$ cat config.mk
export PLATFORM = sky130hd
export DESIGN_NAME = edge_rasterizer
export DESIGN_NICKNAME = d
export VERILOG_FILES = /design/src/design/raster_pkg.sv /design/src/design/raster_ifs.sv /design/src/design/raster_setup.sv /design/src/design/edge_evaluator.sv /design/src/design/pixel_emitter.sv /design/src/design/edge_rasterizer.sv
export VERILOG_INCLUDE_DIRS = /design/src /design/src/design
export SDC_FILE = /design/constraint.sdc
export NUM_CORES = 2
export LEC_CHECK = 0
export BUFFER_PORTS_ARGS = -buffer_cell sky130_fd_sc_hd__buf_2
export CORE_ASPECT_RATIO = 0.8
export CORE_MARGIN = 2
export CORE_UTILIZATION = 50
export DETAILED_ROUTE_END_ITERATION = 10
export HOLD_SLACK_MARGIN = 0.06
export PLACE_DENSITY = 0.62
export SLEW_MARGIN = 25
export SYNTH_ARGS = -nofsm -noshare
export SYNTH_HDL_FRONTEND = slang
export SYNTH_SLANG_ARGS = --single-unit
$ cat constraint.sdc
create_clock -name clock -period 8 [get_ports clock]
set_input_delay 1.2 -clock clock [delete_from_list [all_inputs] [get_ports clock]]
set_output_delay 1.2 -clock clock [all_outputs]
set_load 0.005 [all_outputs]
$ cat src/design/raster_macros.svh
// rasterizer width and count macros
//   coordinate and edge-value width
//   number of edge functions
//   sign bit index of an edge value

`ifndef RASTER_MACROS_SVH
`define RASTER_MACROS_SVH

// one screen word, shared by coordinates and edge values
`define RASTER_COORD_W 16

// one edge function per triangle side
`define RASTER_NUM_EDGES 3

// msb of an edge value
// set means the point lies outside that edge
`define RASTER_SIGN_BIT 15

`endif

$ cat src/design/raster_pkg.sv
// rasterizer types
//   coord_t      screen x or y coordinate
//   edge_val_t   edge coefficient or edge value
//   scan_state_t setup and scan FSM states

`include "raster_macros.svh"

package raster_pkg;

	// screen coordinate, unsigned pixel index
	typedef logic [`RASTER_COORD_W-1:0] coord_t;

	// edge coefficients and values wrap mod 2^16
	// sign bit is read as two's complement
	typedef logic [`RASTER_COORD_W-1:0] edge_val_t;

	// scan FSM
	// IDLE until the first loop setup, READY holds the start point,
	// SCAN while walking the box, FINISHED once the last point left
	typedef enum logic [1:0] {
		IDLE,
		READY,
		SCAN,
		FINISHED
	} scan_state_t;

endpackage

$ cat src/design/raster_ifs.sv
// rasterizer interfaces
//   tri_if   latched vertices of the current triangle
//   scan_if  one scan point per cycle from the box walker

`timescale 1ns/1ps

interface tri_if import raster_pkg::*; ();

	// vertices in counterclockwise order
	coord_t v0_x;
	coord_t v0_y;
	coord_t v1_x;
	coord_t v1_y;
	coord_t v2_x;
	coord_t v2_y;

	// setup side owns the vertex latch
	modport source (output v0_x, v0_y, v1_x, v1_y, v2_x, v2_y);

	// edge evaluators only read
	modport sink (input v0_x, v0_y, v1_x, v1_y, v2_x, v2_y);

endinterface

interface scan_if import raster_pkg::*; ();

	// high for exactly one cycle per point
	logic point_valid;
	// final point of the bounding box
	logic point_last;
	coord_t point_x;
	coord_t point_y;

	modport source (output point_valid, point_last, point_x, point_y);

	modport sink (input point_valid, point_last, point_x, point_y);

endinterface

$ cat src/design/raster_setup.sv
// triangle setup and scan point generator
//   vertex latch on start_triangle
//   bounding box on get_bounds, ties included
//   row-order box walk with one registered point per enabled cycle

`timescale 1ns/1ps

module raster_setup import raster_pkg::*; (
	input logic clock,
	input logic rst,
	input logic start_triangle,
	input logic get_bounds,
	input logic loop_setup,
	input logic rasterize,
	input coord_t v0_x,
	input coord_t v0_y,
	input coord_t v1_x,
	input coord_t v1_y,
	input coord_t v2_x,
	input coord_t v2_y,
	tri_if.source tri_vtx,
	scan_if.source scan
);

	scan_state_t state;
	coord_t min_x;
	coord_t min_y;
	coord_t max_x;
	coord_t max_y;
	coord_t iter_x;
	coord_t iter_y;
	logic row_end;
	logic box_end;
	logic issue;

	// non-strict compares, so equal coordinates still pick a real minimum
	function automatic coord_t min3(input coord_t a, input coord_t b, input coord_t c);
		coord_t m;
		m = (a <= b) ? a : b;
		return (m <= c) ? m : c;
	endfunction

	function automatic coord_t max3(input coord_t a, input coord_t b, input coord_t c);
		coord_t m;
		m = (a >= b) ? a : b;
		return (m >= c) ? m : c;
	endfunction

	// vertex latch, held for the whole triangle
	always_ff @(posedge clock) begin
		if (start_triangle) begin
			tri_vtx.v0_x <= v0_x;
			tri_vtx.v0_y <= v0_y;
			tri_vtx.v1_x <= v1_x;
			tri_vtx.v1_y <= v1_y;
			tri_vtx.v2_x <= v2_x;
			tri_vtx.v2_y <= v2_y;
		end
	end

	// bounding box from the latched vertices
	always_ff @(posedge clock) begin
		if (get_bounds) begin
			min_x <= min3(tri_vtx.v0_x, tri_vtx.v1_x, tri_vtx.v2_x);
			min_y <= min3(tri_vtx.v0_y, tri_vtx.v1_y, tri_vtx.v2_y);
			max_x <= max3(tri_vtx.v0_x, tri_vtx.v1_x, tri_vtx.v2_x);
			max_y <= max3(tri_vtx.v0_y, tri_vtx.v1_y, tri_vtx.v2_y);
		end
	end

	// iterator sits at or below the max, so equality ends a row
	assign row_end = (iter_x == max_x);
	assign box_end = row_end && (iter_y == max_y);

	// no new point once the last one is on the bus
	assign issue = rasterize && ((state == READY) || (state == SCAN)) &&
		!(scan.point_valid && scan.point_last);

	// scan FSM and point strobes
	always_ff @(posedge clock) begin
		if (rst) begin
			state <= IDLE;
			scan.point_valid <= 1'b0;
			scan.point_last <= 1'b0;
		end else if (loop_setup) begin
			state <= READY;
			scan.point_valid <= 1'b0;
			scan.point_last <= 1'b0;
		end else begin
			scan.point_valid <= issue;
			scan.point_last <= issue && box_end;
			// finish after the last point has been seen downstream
			if (scan.point_valid && scan.point_last) begin
				state <= FINISHED;
			end else if (issue) begin
				state <= SCAN;
			end
		end
	end

	// point payload and iterator step
	always_ff @(posedge clock) begin
		if (loop_setup) begin
			iter_x <= min_x;
			iter_y <= min_y;
		end else if (issue) begin
			scan.point_x <= iter_x;
			scan.point_y <= iter_y;
			if (row_end) begin
				// wrap to the next row
				iter_x <= min_x;
				iter_y <= iter_y + 16'd1;
			end else begin
				iter_x <= iter_x + 16'd1;
			end
		end
	end

endmodule

$ cat src/design/edge_evaluator.sv
// single edge function evaluator
//   coefficients a, b, c formed on form_edges
//   registered sign test per valid scan point

`timescale 1ns/1ps
`include "raster_macros.svh"

module edge_evaluator import raster_pkg::*; #(
	parameter int EDGE_INDEX = 0
) (
	input logic clock,
	input logic rst,
	input logic form_edges,
	tri_if.sink tri_vtx,
	scan_if.sink scan,
	output logic edge_ok
);

	// the two vertices opposite this edge index
	localparam int J_IDX = (EDGE_INDEX + 1) % `RASTER_NUM_EDGES;
	localparam int K_IDX = (EDGE_INDEX + 2) % `RASTER_NUM_EDGES;

	coord_t vx [`RASTER_NUM_EDGES];
	coord_t vy [`RASTER_NUM_EDGES];
	edge_val_t coef_a;
	edge_val_t coef_b;
	edge_val_t coef_c;
	edge_val_t edge_value;

	// index the vertices so the parameter picks j and k
	assign vx[0] = tri_vtx.v0_x;
	assign vy[0] = tri_vtx.v0_y;
	assign vx[1] = tri_vtx.v1_x;
	assign vy[1] = tri_vtx.v1_y;
	assign vx[2] = tri_vtx.v2_x;
	assign vy[2] = tri_vtx.v2_y;

	// all products truncate to one word
	always_ff @(posedge clock) begin
		if (form_edges) begin
			coef_a <= vy[J_IDX] - vy[K_IDX];
			coef_b <= vx[K_IDX] - vx[J_IDX];
			coef_c <= vy[K_IDX] * vx[J_IDX] - vx[K_IDX] * vy[J_IDX];
		end
	end

	// a*x + b*y + c, mod 2^16
	assign edge_value = coef_a * scan.point_x + coef_b * scan.point_y + coef_c;

	// clear sign bit means on or inside this edge
	always_ff @(posedge clock) begin
		if (rst) begin
			edge_ok <= 1'b0;
		end else if (scan.point_valid) begin
			edge_ok <= ~edge_value[`RASTER_SIGN_BIT];
		end
	end

endmodule

$ cat src/design/pixel_emitter.sv
// pixel output stage
//   one-cycle delay of the scan point to meet the edge results
//   registered write strobe, pixel coordinates and done pulse

`timescale 1ns/1ps
`include "raster_macros.svh"

module pixel_emitter import raster_pkg::*; (
	input logic clock,
	input logic rst,
	scan_if.sink scan,
	input logic [`RASTER_NUM_EDGES-1:0] edge_ok,
	output logic write_pixel,
	output logic raster_done,
	output coord_t pixel_x,
	output coord_t pixel_y
);

	logic d_valid;
	logic d_last;
	coord_t d_x;
	coord_t d_y;
	logic covered;

	// point aligned with the evaluator registers
	always_ff @(posedge clock) begin
		if (rst) begin
			d_valid <= 1'b0;
			d_last <= 1'b0;
		end else begin
			d_valid <= scan.point_valid;
			d_last <= scan.point_valid && scan.point_last;
		end
		d_x <= scan.point_x;
		d_y <= scan.point_y;
	end

	// inside only if every edge agrees
	assign covered = d_valid && (&edge_ok);

	always_ff @(posedge clock) begin
		if (rst) begin
			write_pixel <= 1'b0;
			raster_done <= 1'b0;
		end else begin
			write_pixel <= covered;
			// done rides with the last point's result, inside or not
			raster_done <= d_valid && d_last;
		end
		// coordinates hold between inside points
		if (covered) begin
			pixel_x <= d_x;
			pixel_y <= d_y;
		end
	end

endmodule

$ cat src/design/edge_rasterizer.sv
// edge function triangle rasterizer, top level
//   raster_setup    vertex latch, box and scan walker
//   edge_evaluator  one per edge, generate loop
//   pixel_emitter   coverage combine and pixel outputs

`timescale 1ns/1ps
`include "raster_macros.svh"

module edge_rasterizer import raster_pkg::*; (
	input logic clock,
	input logic rst,
	// control strobes, one per cycle in this order
	input logic start_triangle,
	input logic get_bounds,
	input logic form_edges,
	input logic loop_setup,
	// level, low holds the scan
	input logic rasterize,
	input coord_t v0_x,
	input coord_t v0_y,
	input coord_t v1_x,
	input coord_t v1_y,
	input coord_t v2_x,
	input coord_t v2_y,
	output logic write_pixel,
	output logic raster_done,
	output coord_t pixel_x,
	output coord_t pixel_y
);

	tri_if tri_vtx ();
	scan_if scan ();

	// per-edge inside bits, one cycle behind the scan point
	logic [`RASTER_NUM_EDGES-1:0] edge_ok;

	raster_setup u_setup (
		.clock          (clock),
		.rst            (rst),
		.start_triangle (start_triangle),
		.get_bounds     (get_bounds),
		.loop_setup     (loop_setup),
		.rasterize      (rasterize),
		.v0_x           (v0_x),
		.v0_y           (v0_y),
		.v1_x           (v1_x),
		.v1_y           (v1_y),
		.v2_x           (v2_x),
		.v2_y           (v2_y),
		.tri_vtx        (tri_vtx.source),
		.scan           (scan.source)
	);

	// edge i is opposite vertex i
	for (genvar i = 0; i < `RASTER_NUM_EDGES; i++) begin : g_edge
		edge_evaluator #(
			.EDGE_INDEX (i)
		) u_edge (
			.clock      (clock),
			.rst        (rst),
			.form_edges (form_edges),
			.tri_vtx    (tri_vtx.sink),
			.scan       (scan.sink),
			.edge_ok    (edge_ok[i])
		);
	end

	pixel_emitter u_emitter (
		.clock       (clock),
		.rst         (rst),
		.scan        (scan.sink),
		.edge_ok     (edge_ok),
		.write_pixel (write_pixel),
		.raster_done (raster_done),
		.pixel_x     (pixel_x),
		.pixel_y     (pixel_y)
	);

endmodule

**Word-level counts from Yosys, hierarchy flattened**

Cells that the tools add are included.

- Flip-flop bits (word level): 443
- Input port bits: 103
- Word-level logic and storage cells: 117

- Reduce and logical (&&, ||, !) cells: 17
- Bitwise gates (word level): 4
- Multiplexer cells: 17
- Magnitude comparators: 8
- Eq/ne operators: 4
- Multiply operators: 12
- Add/sub/neg operators: 17

Operators by type and width:

| operator | number |
|---|---|
| $mux W16 | 14 |
| $mul A16 B16 Y16 | 12 |
| $sub A16 B16 Y16 | 9 |
| $add A16 B16 Y16 | 6 |
| $ge A16 B16 Y1 | 4 |
| $le A16 B16 Y1 | 4 |
| $add A16 B1 Y16 const B | 2 |
| $eq A16 B16 Y1 | 2 |
| $logic_and A1 B1 Y1 | 7 |
| $reduce_bool A2 Y1 | 3 |
| $mux W2 | 2 |
| $not A1 Y1 | 4 |
| $reduce_and A2 Y1 | 2 |
| $reduce_and A3 Y1 | 1 |
| $reduce_bool A3 Y1 | 1 |
| $eq A2 B1 Y1 const B | 1 |
| $eq A2 B2 Y1 const B | 1 |
| $reduce_or A2 Y1 | 1 |
| $logic_not A1 Y1 | 1 |
| $logic_or A1 B1 Y1 | 1 |
| $mux W1 | 1 |

**Depth between registers and ports, before layout**

- Depth after elaboration: 7
- Mapped depth: 30
- Gate-level depth less buffers: 28

**By module**

A second synthesis with hierarchy kept.

- Cell total of the unflattened synthesis: 7296
- Area, all modules: 71288.4 µm²

Modules (own cells, without submodules):

| module | instances | area an instance (µm²) | seq. area each (µm²) | cells an instance |
|---|---|---|---|---|
| edge_evaluator at g_edge[2].u_edge | 1 | 19045.8 | 1461.4 | 2079 |
| edge_evaluator at g_edge[0].u_edge | 1 | 18992.0 | 1461.4 | 2081 |
| edge_evaluator at g_edge[1].u_edge | 1 | 18745.5 | 1461.4 | 2034 |
| raster_setup | 1 | 12784.8 | 6806.5 | 1028 |
| pixel_emitter | 1 | 1720.4 | 1681.6 | 74 |

**Least setup slack after synthesis**

Ideal clock, no wire load.

- Path kind: reg2reg
- From: register u_setup.tri_vtx.v2_y[4]
- To: register g_edge[0].u_edge.coef_c[13] (data pin)
- Stages on the path, launching flop included: 27
- Data arrival time: 6.595 ns
- Setup slack: 1.148 ns
- Buffers on the path: 2
- Setup time: 0.258 ns
- Cell sequence: edfxtp_1 -> clkbuf_1 -> inv_1 -> buf_1 -> nor2_1 -> fa_1 -> inv_1 -> fa_1 -> fa_1 -> inv_1 -> ha_1 -> inv_1 -> fa_1 -> inv_1 -> fa_1 -> fa_1 -> fa_1 -> ha_1 -> o21ai_0 -> a21boi_0 -> o21ai_0 -> a21boi_0 -> o21ai_0 -> a21boi_0 -> o21ai_0 -> nor2b_1 -> xnor2_1

- Cells in the longest elaborated chain, start to end: 2

RTL lines:

| what | line | text |
|---|---|---|
| from (decl) | raster_ifs.sv:18 | `modport source (output v0_x, v0_y, v1_x, v1_y, v2_x, v2_y);` |
| $mul A16 B16 Y16 | edge_evaluator.sv:43 | `coef_c <= vy[K_IDX] * vx[J_IDX] - vx[K_IDX] * vy[J_IDX];` |
| $sub A16 B16 Y16 | edge_evaluator.sv:43 |  |
| to (signal assigned) | edge_evaluator.sv:43 |  |
| to (decl) | edge_evaluator.sv:27 | `edge_val_t coef_c;` |

No other way between the ends.
A chain may end at the register's enable or synchronous reset.

**Worst setup path in the final report**

- From: register u_setup.tri_vtx.v0_y[8]
- To: register g_edge[1].u_edge.coef_c[14] (data pin)

- Cells in the longest elaborated chain, start to end: 2

RTL lines:

| what | line |
|---|---|
| from (decl) | raster_ifs.sv:18 |
| $mul A16 B16 Y16 | edge_evaluator.sv:43 |
| $sub A16 B16 Y16 | edge_evaluator.sv:43 |
| to (signal assigned) | edge_evaluator.sv:43 |
| to (decl) | edge_evaluator.sv:27 |

No other way between the ends.

==> impl_metrics.py <==
metrics = {
    "status": {
        "outcome": "complete, no violations",
    },
    "worst_setup_path": {
        "endpoint_kind": "flip-flop",
        "cp_data_arrival_time_ns": 7.83,
        "crit_start": "u_setup.tri_vtx.v0_y[8]",
        "crit_fanout": 11,
        "critPathKind": "reg -> reg",
        "r2r_setup_slack_ns": 0.60,
        "timing.rr.start": "u_setup.tri_vtx.v0_y[8]",
        "start_kind": "flip-flop",
        "crit_required_ns": 8.43,
        "rr_worst_depth": 19,
        "rr_endpoint": "g_edge[1].u_edge.coef_c[14]",
    },
    "synthesis": {
        "ys_async_sr_fraction_pct": 0,
        "synth_most_common_cell": "inv_1",
        "ys_top_cells_by_count": "inv_1, fa_1, nand2_1",
        "synth_top_area_share_pct": 33.62,
        "yosysSeqAreaShare_pct": 18.67,
        "yosysUniqueCellTypes": 64,
        "synth-edff-count": 400,
        "netlist_area_um2": 68940,
        "synth_largest_area_cell": "fa_1",
        "syn_area_per_cell_um2": 9.708,
        "ys.flop_type": "edfxtp_1",
        "syn_inst": 7102,
        "ys_seq_elements": 443,
        "ys.warnings.count": 0,
        "syn_nets": 9070,
        "synthTopCellsByArea": "fa_1, edfxtp_1, ha_1, inv_1, xnor2_1",
    },
    "sta": {
        "clock_skew_ns": 0.07750,
        "worst_pin_slew_ns": 1.068,
        "slew_headroom_pct": 28.82,
        "fin_crit_sh_pct": 92.48,
        "setup_viol": 0,
        "finalHoldViolCount": 0,
        "fmax_ghz": 0.1352,
        "maxSlewViolCount": 0,
        "grt_setup_unrepaired": "no",
        "setup_tns_ns": 0,
        "finalCriticalPeriod_ns": 7.399,
        "worst_slack_ns": 0.6013,
    },
    "floorplan": {
        "die_y_um": 336.1,
        "die_width_um": 419.2,
        "ios": 137,
        "row_count": 121,
        "die_area_um2": 140900,
        "core_area_um2": 136400,
        "initial_core_util_pct": 50.54,
    },
    "cells_and_area": {
        "syn_to_final_growth_pct": 8.686,
        "fillers": 12367,
        "multiInputGateArea_um2": 49400,
        "fin_area_um2": 74930,
        "final_nets": 9255,
        "top_regs": "g_edge.u_edge.coef_a x48, g_edge.u_edge.coef_b x48, g_edge.u_edge.coef_c x48",
        "drive_above_1_share_pct": 7.937,
        "seqCellArea_um2": 12870,
        "fin_cells": 9186,
    },
    "global_route": {
        "grt_pass1_vias": 53008,
        "grt_pass1_wl_um": 377700,
        "grt_max_degree": 72,
        "grt_overflow": 0,
        "grt_usage_pct": 37.91,
        "antenna_found_initial": 27,
    },
    "placed_design": {
        "dp_cells": 9075,
        "port_buffers": 136,
        "hpwl_um": 211200,
        "post_dp_cell_area_um2": 72960,
        "gp_congestion": 1.066,
        "pre_cts_slack_ns": 0.7485,
    },
    "hold_path": {
        "worstHoldPathType": "reg -> reg",
        "min_to": "u_emitter.pixel_y[4]",
        "min_from": "u_emitter.d_y[4]",
        "whs_path_depth": 0,
    },
    "clock_network": {
        "ctsResizeCount": 0,
        "cts-root-buf": "clkbuf_16",
        "htree_levels": 2,
        "cts_made_buffers": 54,
        "clock_path_buffers": 3,
        "cts_tree": "done",
        "cts.sinks": 443,
        "cts_hold_buf": 0,
        "cts_setup_buffers": 0,
        "clkTransAtPathRegs_ns": 0.07,
        "clk-insertion-delay-late_ns": 0.73,
    },
    "detailed_routing": {
        "drt_pre_antenna_iters": 8,
        "drcViolationCount": 0,
        "drtIter0Drc": 6201,
        "wl_per_cell_um": 28.31,
        "avgViaCountPerCell": 5.648,
        "vias": 51880,
        "ant_nets": 0,
        "routed_wl_um": 260000,
    },
    "job": {
        "maxCapViolations": 0,
    },
}
[per-stage QoR]
stage	util, %	hold slack, ns
finish	54.93	0.4050
global route	54.92	0.4056
CTS	54.91	0.4031
detailed placement	53.49	0.3896
global placement	53.49	0.3868
floorplan	-	0.3427
[area by class of cell]
| class | count | share of cell area [%] |
|---|---|---|
| well taps | 1845 | 3.081 |
| multi-input cells | 4897 | 65.93 |
| flip-flops and latches | 443 | 17.18 |
| inverters | 1483 | 7.429 |
| clock inverters | 37 | 0.6145 |
| clock buffers | 65 | 1.969 |
| diodes | 8 | 0.02672 |
| repair buffers | 408 | 3.772 |
[cells by family after synthesis]
group                      synth area share [%]
and+or+nand+nor                           13.26
AOI/OAI and AO/OA                         3.479
muxes                                     1.673
xor gates and xnor gates                  6.784
adders and majority gates                 46.46
buffers and inverters                     9.680
DFF                                       18.67
[layout by cell type (no fill, tap or decap), types with 65 or more instances in the layout]
| cell | count |
|---|---|
| a21oi_1 | 112 |
| and2_1 | 486 |
| buf_2 | 134 |
| buf_4 | 265 |
| edfxtp_1 | 400 |
| fa_1 | 1158 |
| ha_1 | 707 |
| inv_1 | 1462 |
| mux2_2 | 65 |
| nand2_1 | 866 |
| nor2_1 | 482 |
| o21ai_0 | 121 |
| xnor2_1 | 409 |
| xor2_1 | 125 |
[critical path, cell delays in order (launching register included)]
cell and delay [ns]:
edfxtp_1 1.06, clkinv_1 0.25, buf_4 0.27, nor2_1 0.16, fa_1 0.43, inv_1 0.08, fa_1 0.43, fa_1 0.50
fa_1 0.59, inv_1 0.07, fa_1 0.49, fa_1 0.60, fa_1 0.45, fa_1 0.46, ha_1 0.34, nor2b_1 0.16
a311o_1 0.36, a21o_1 0.19, a21oi_1 0.17, xnor2_1 0.08
[routing by layer]
| layer | routed length (um) | GRT usage [%] | up-vias |
|---|---|---|---|
| met5 | 101 | 0 | - |
| met4 | 17670 | 20.12 | 14 |
| met3 | 31520 | 9.494 | 667 |
| met2 | 105800 | 53.69 | 3176 |
| met1 | 104900 | 53.52 | 26147 |
| li1 | - | - | 21876 |
[how the worst max path moves through the flow]
stage / to / slack [ns] / cells past startpoint
finish: g_edge[1].u_edge.coef_c[14] / 0.60 / 19
global route: g_edge[0].u_edge.coef_c[15] / 0.22 / 23
CTS: g_edge[0].u_edge.coef_c[15] / 0.74 / 23
detailed placement: g_edge[0].u_edge.coef_c[15] / 0.75 / 23
global placement: g_edge[0].u_edge.coef_c[13] / 0.80 / 24
floorplan: g_edge[0].u_edge.coef_c[13] / 1.15 / 26
Power is left out: the tool's default activity adds up to more than one toggle a clock period on the data nets, which glitch-free logic cannot reach.
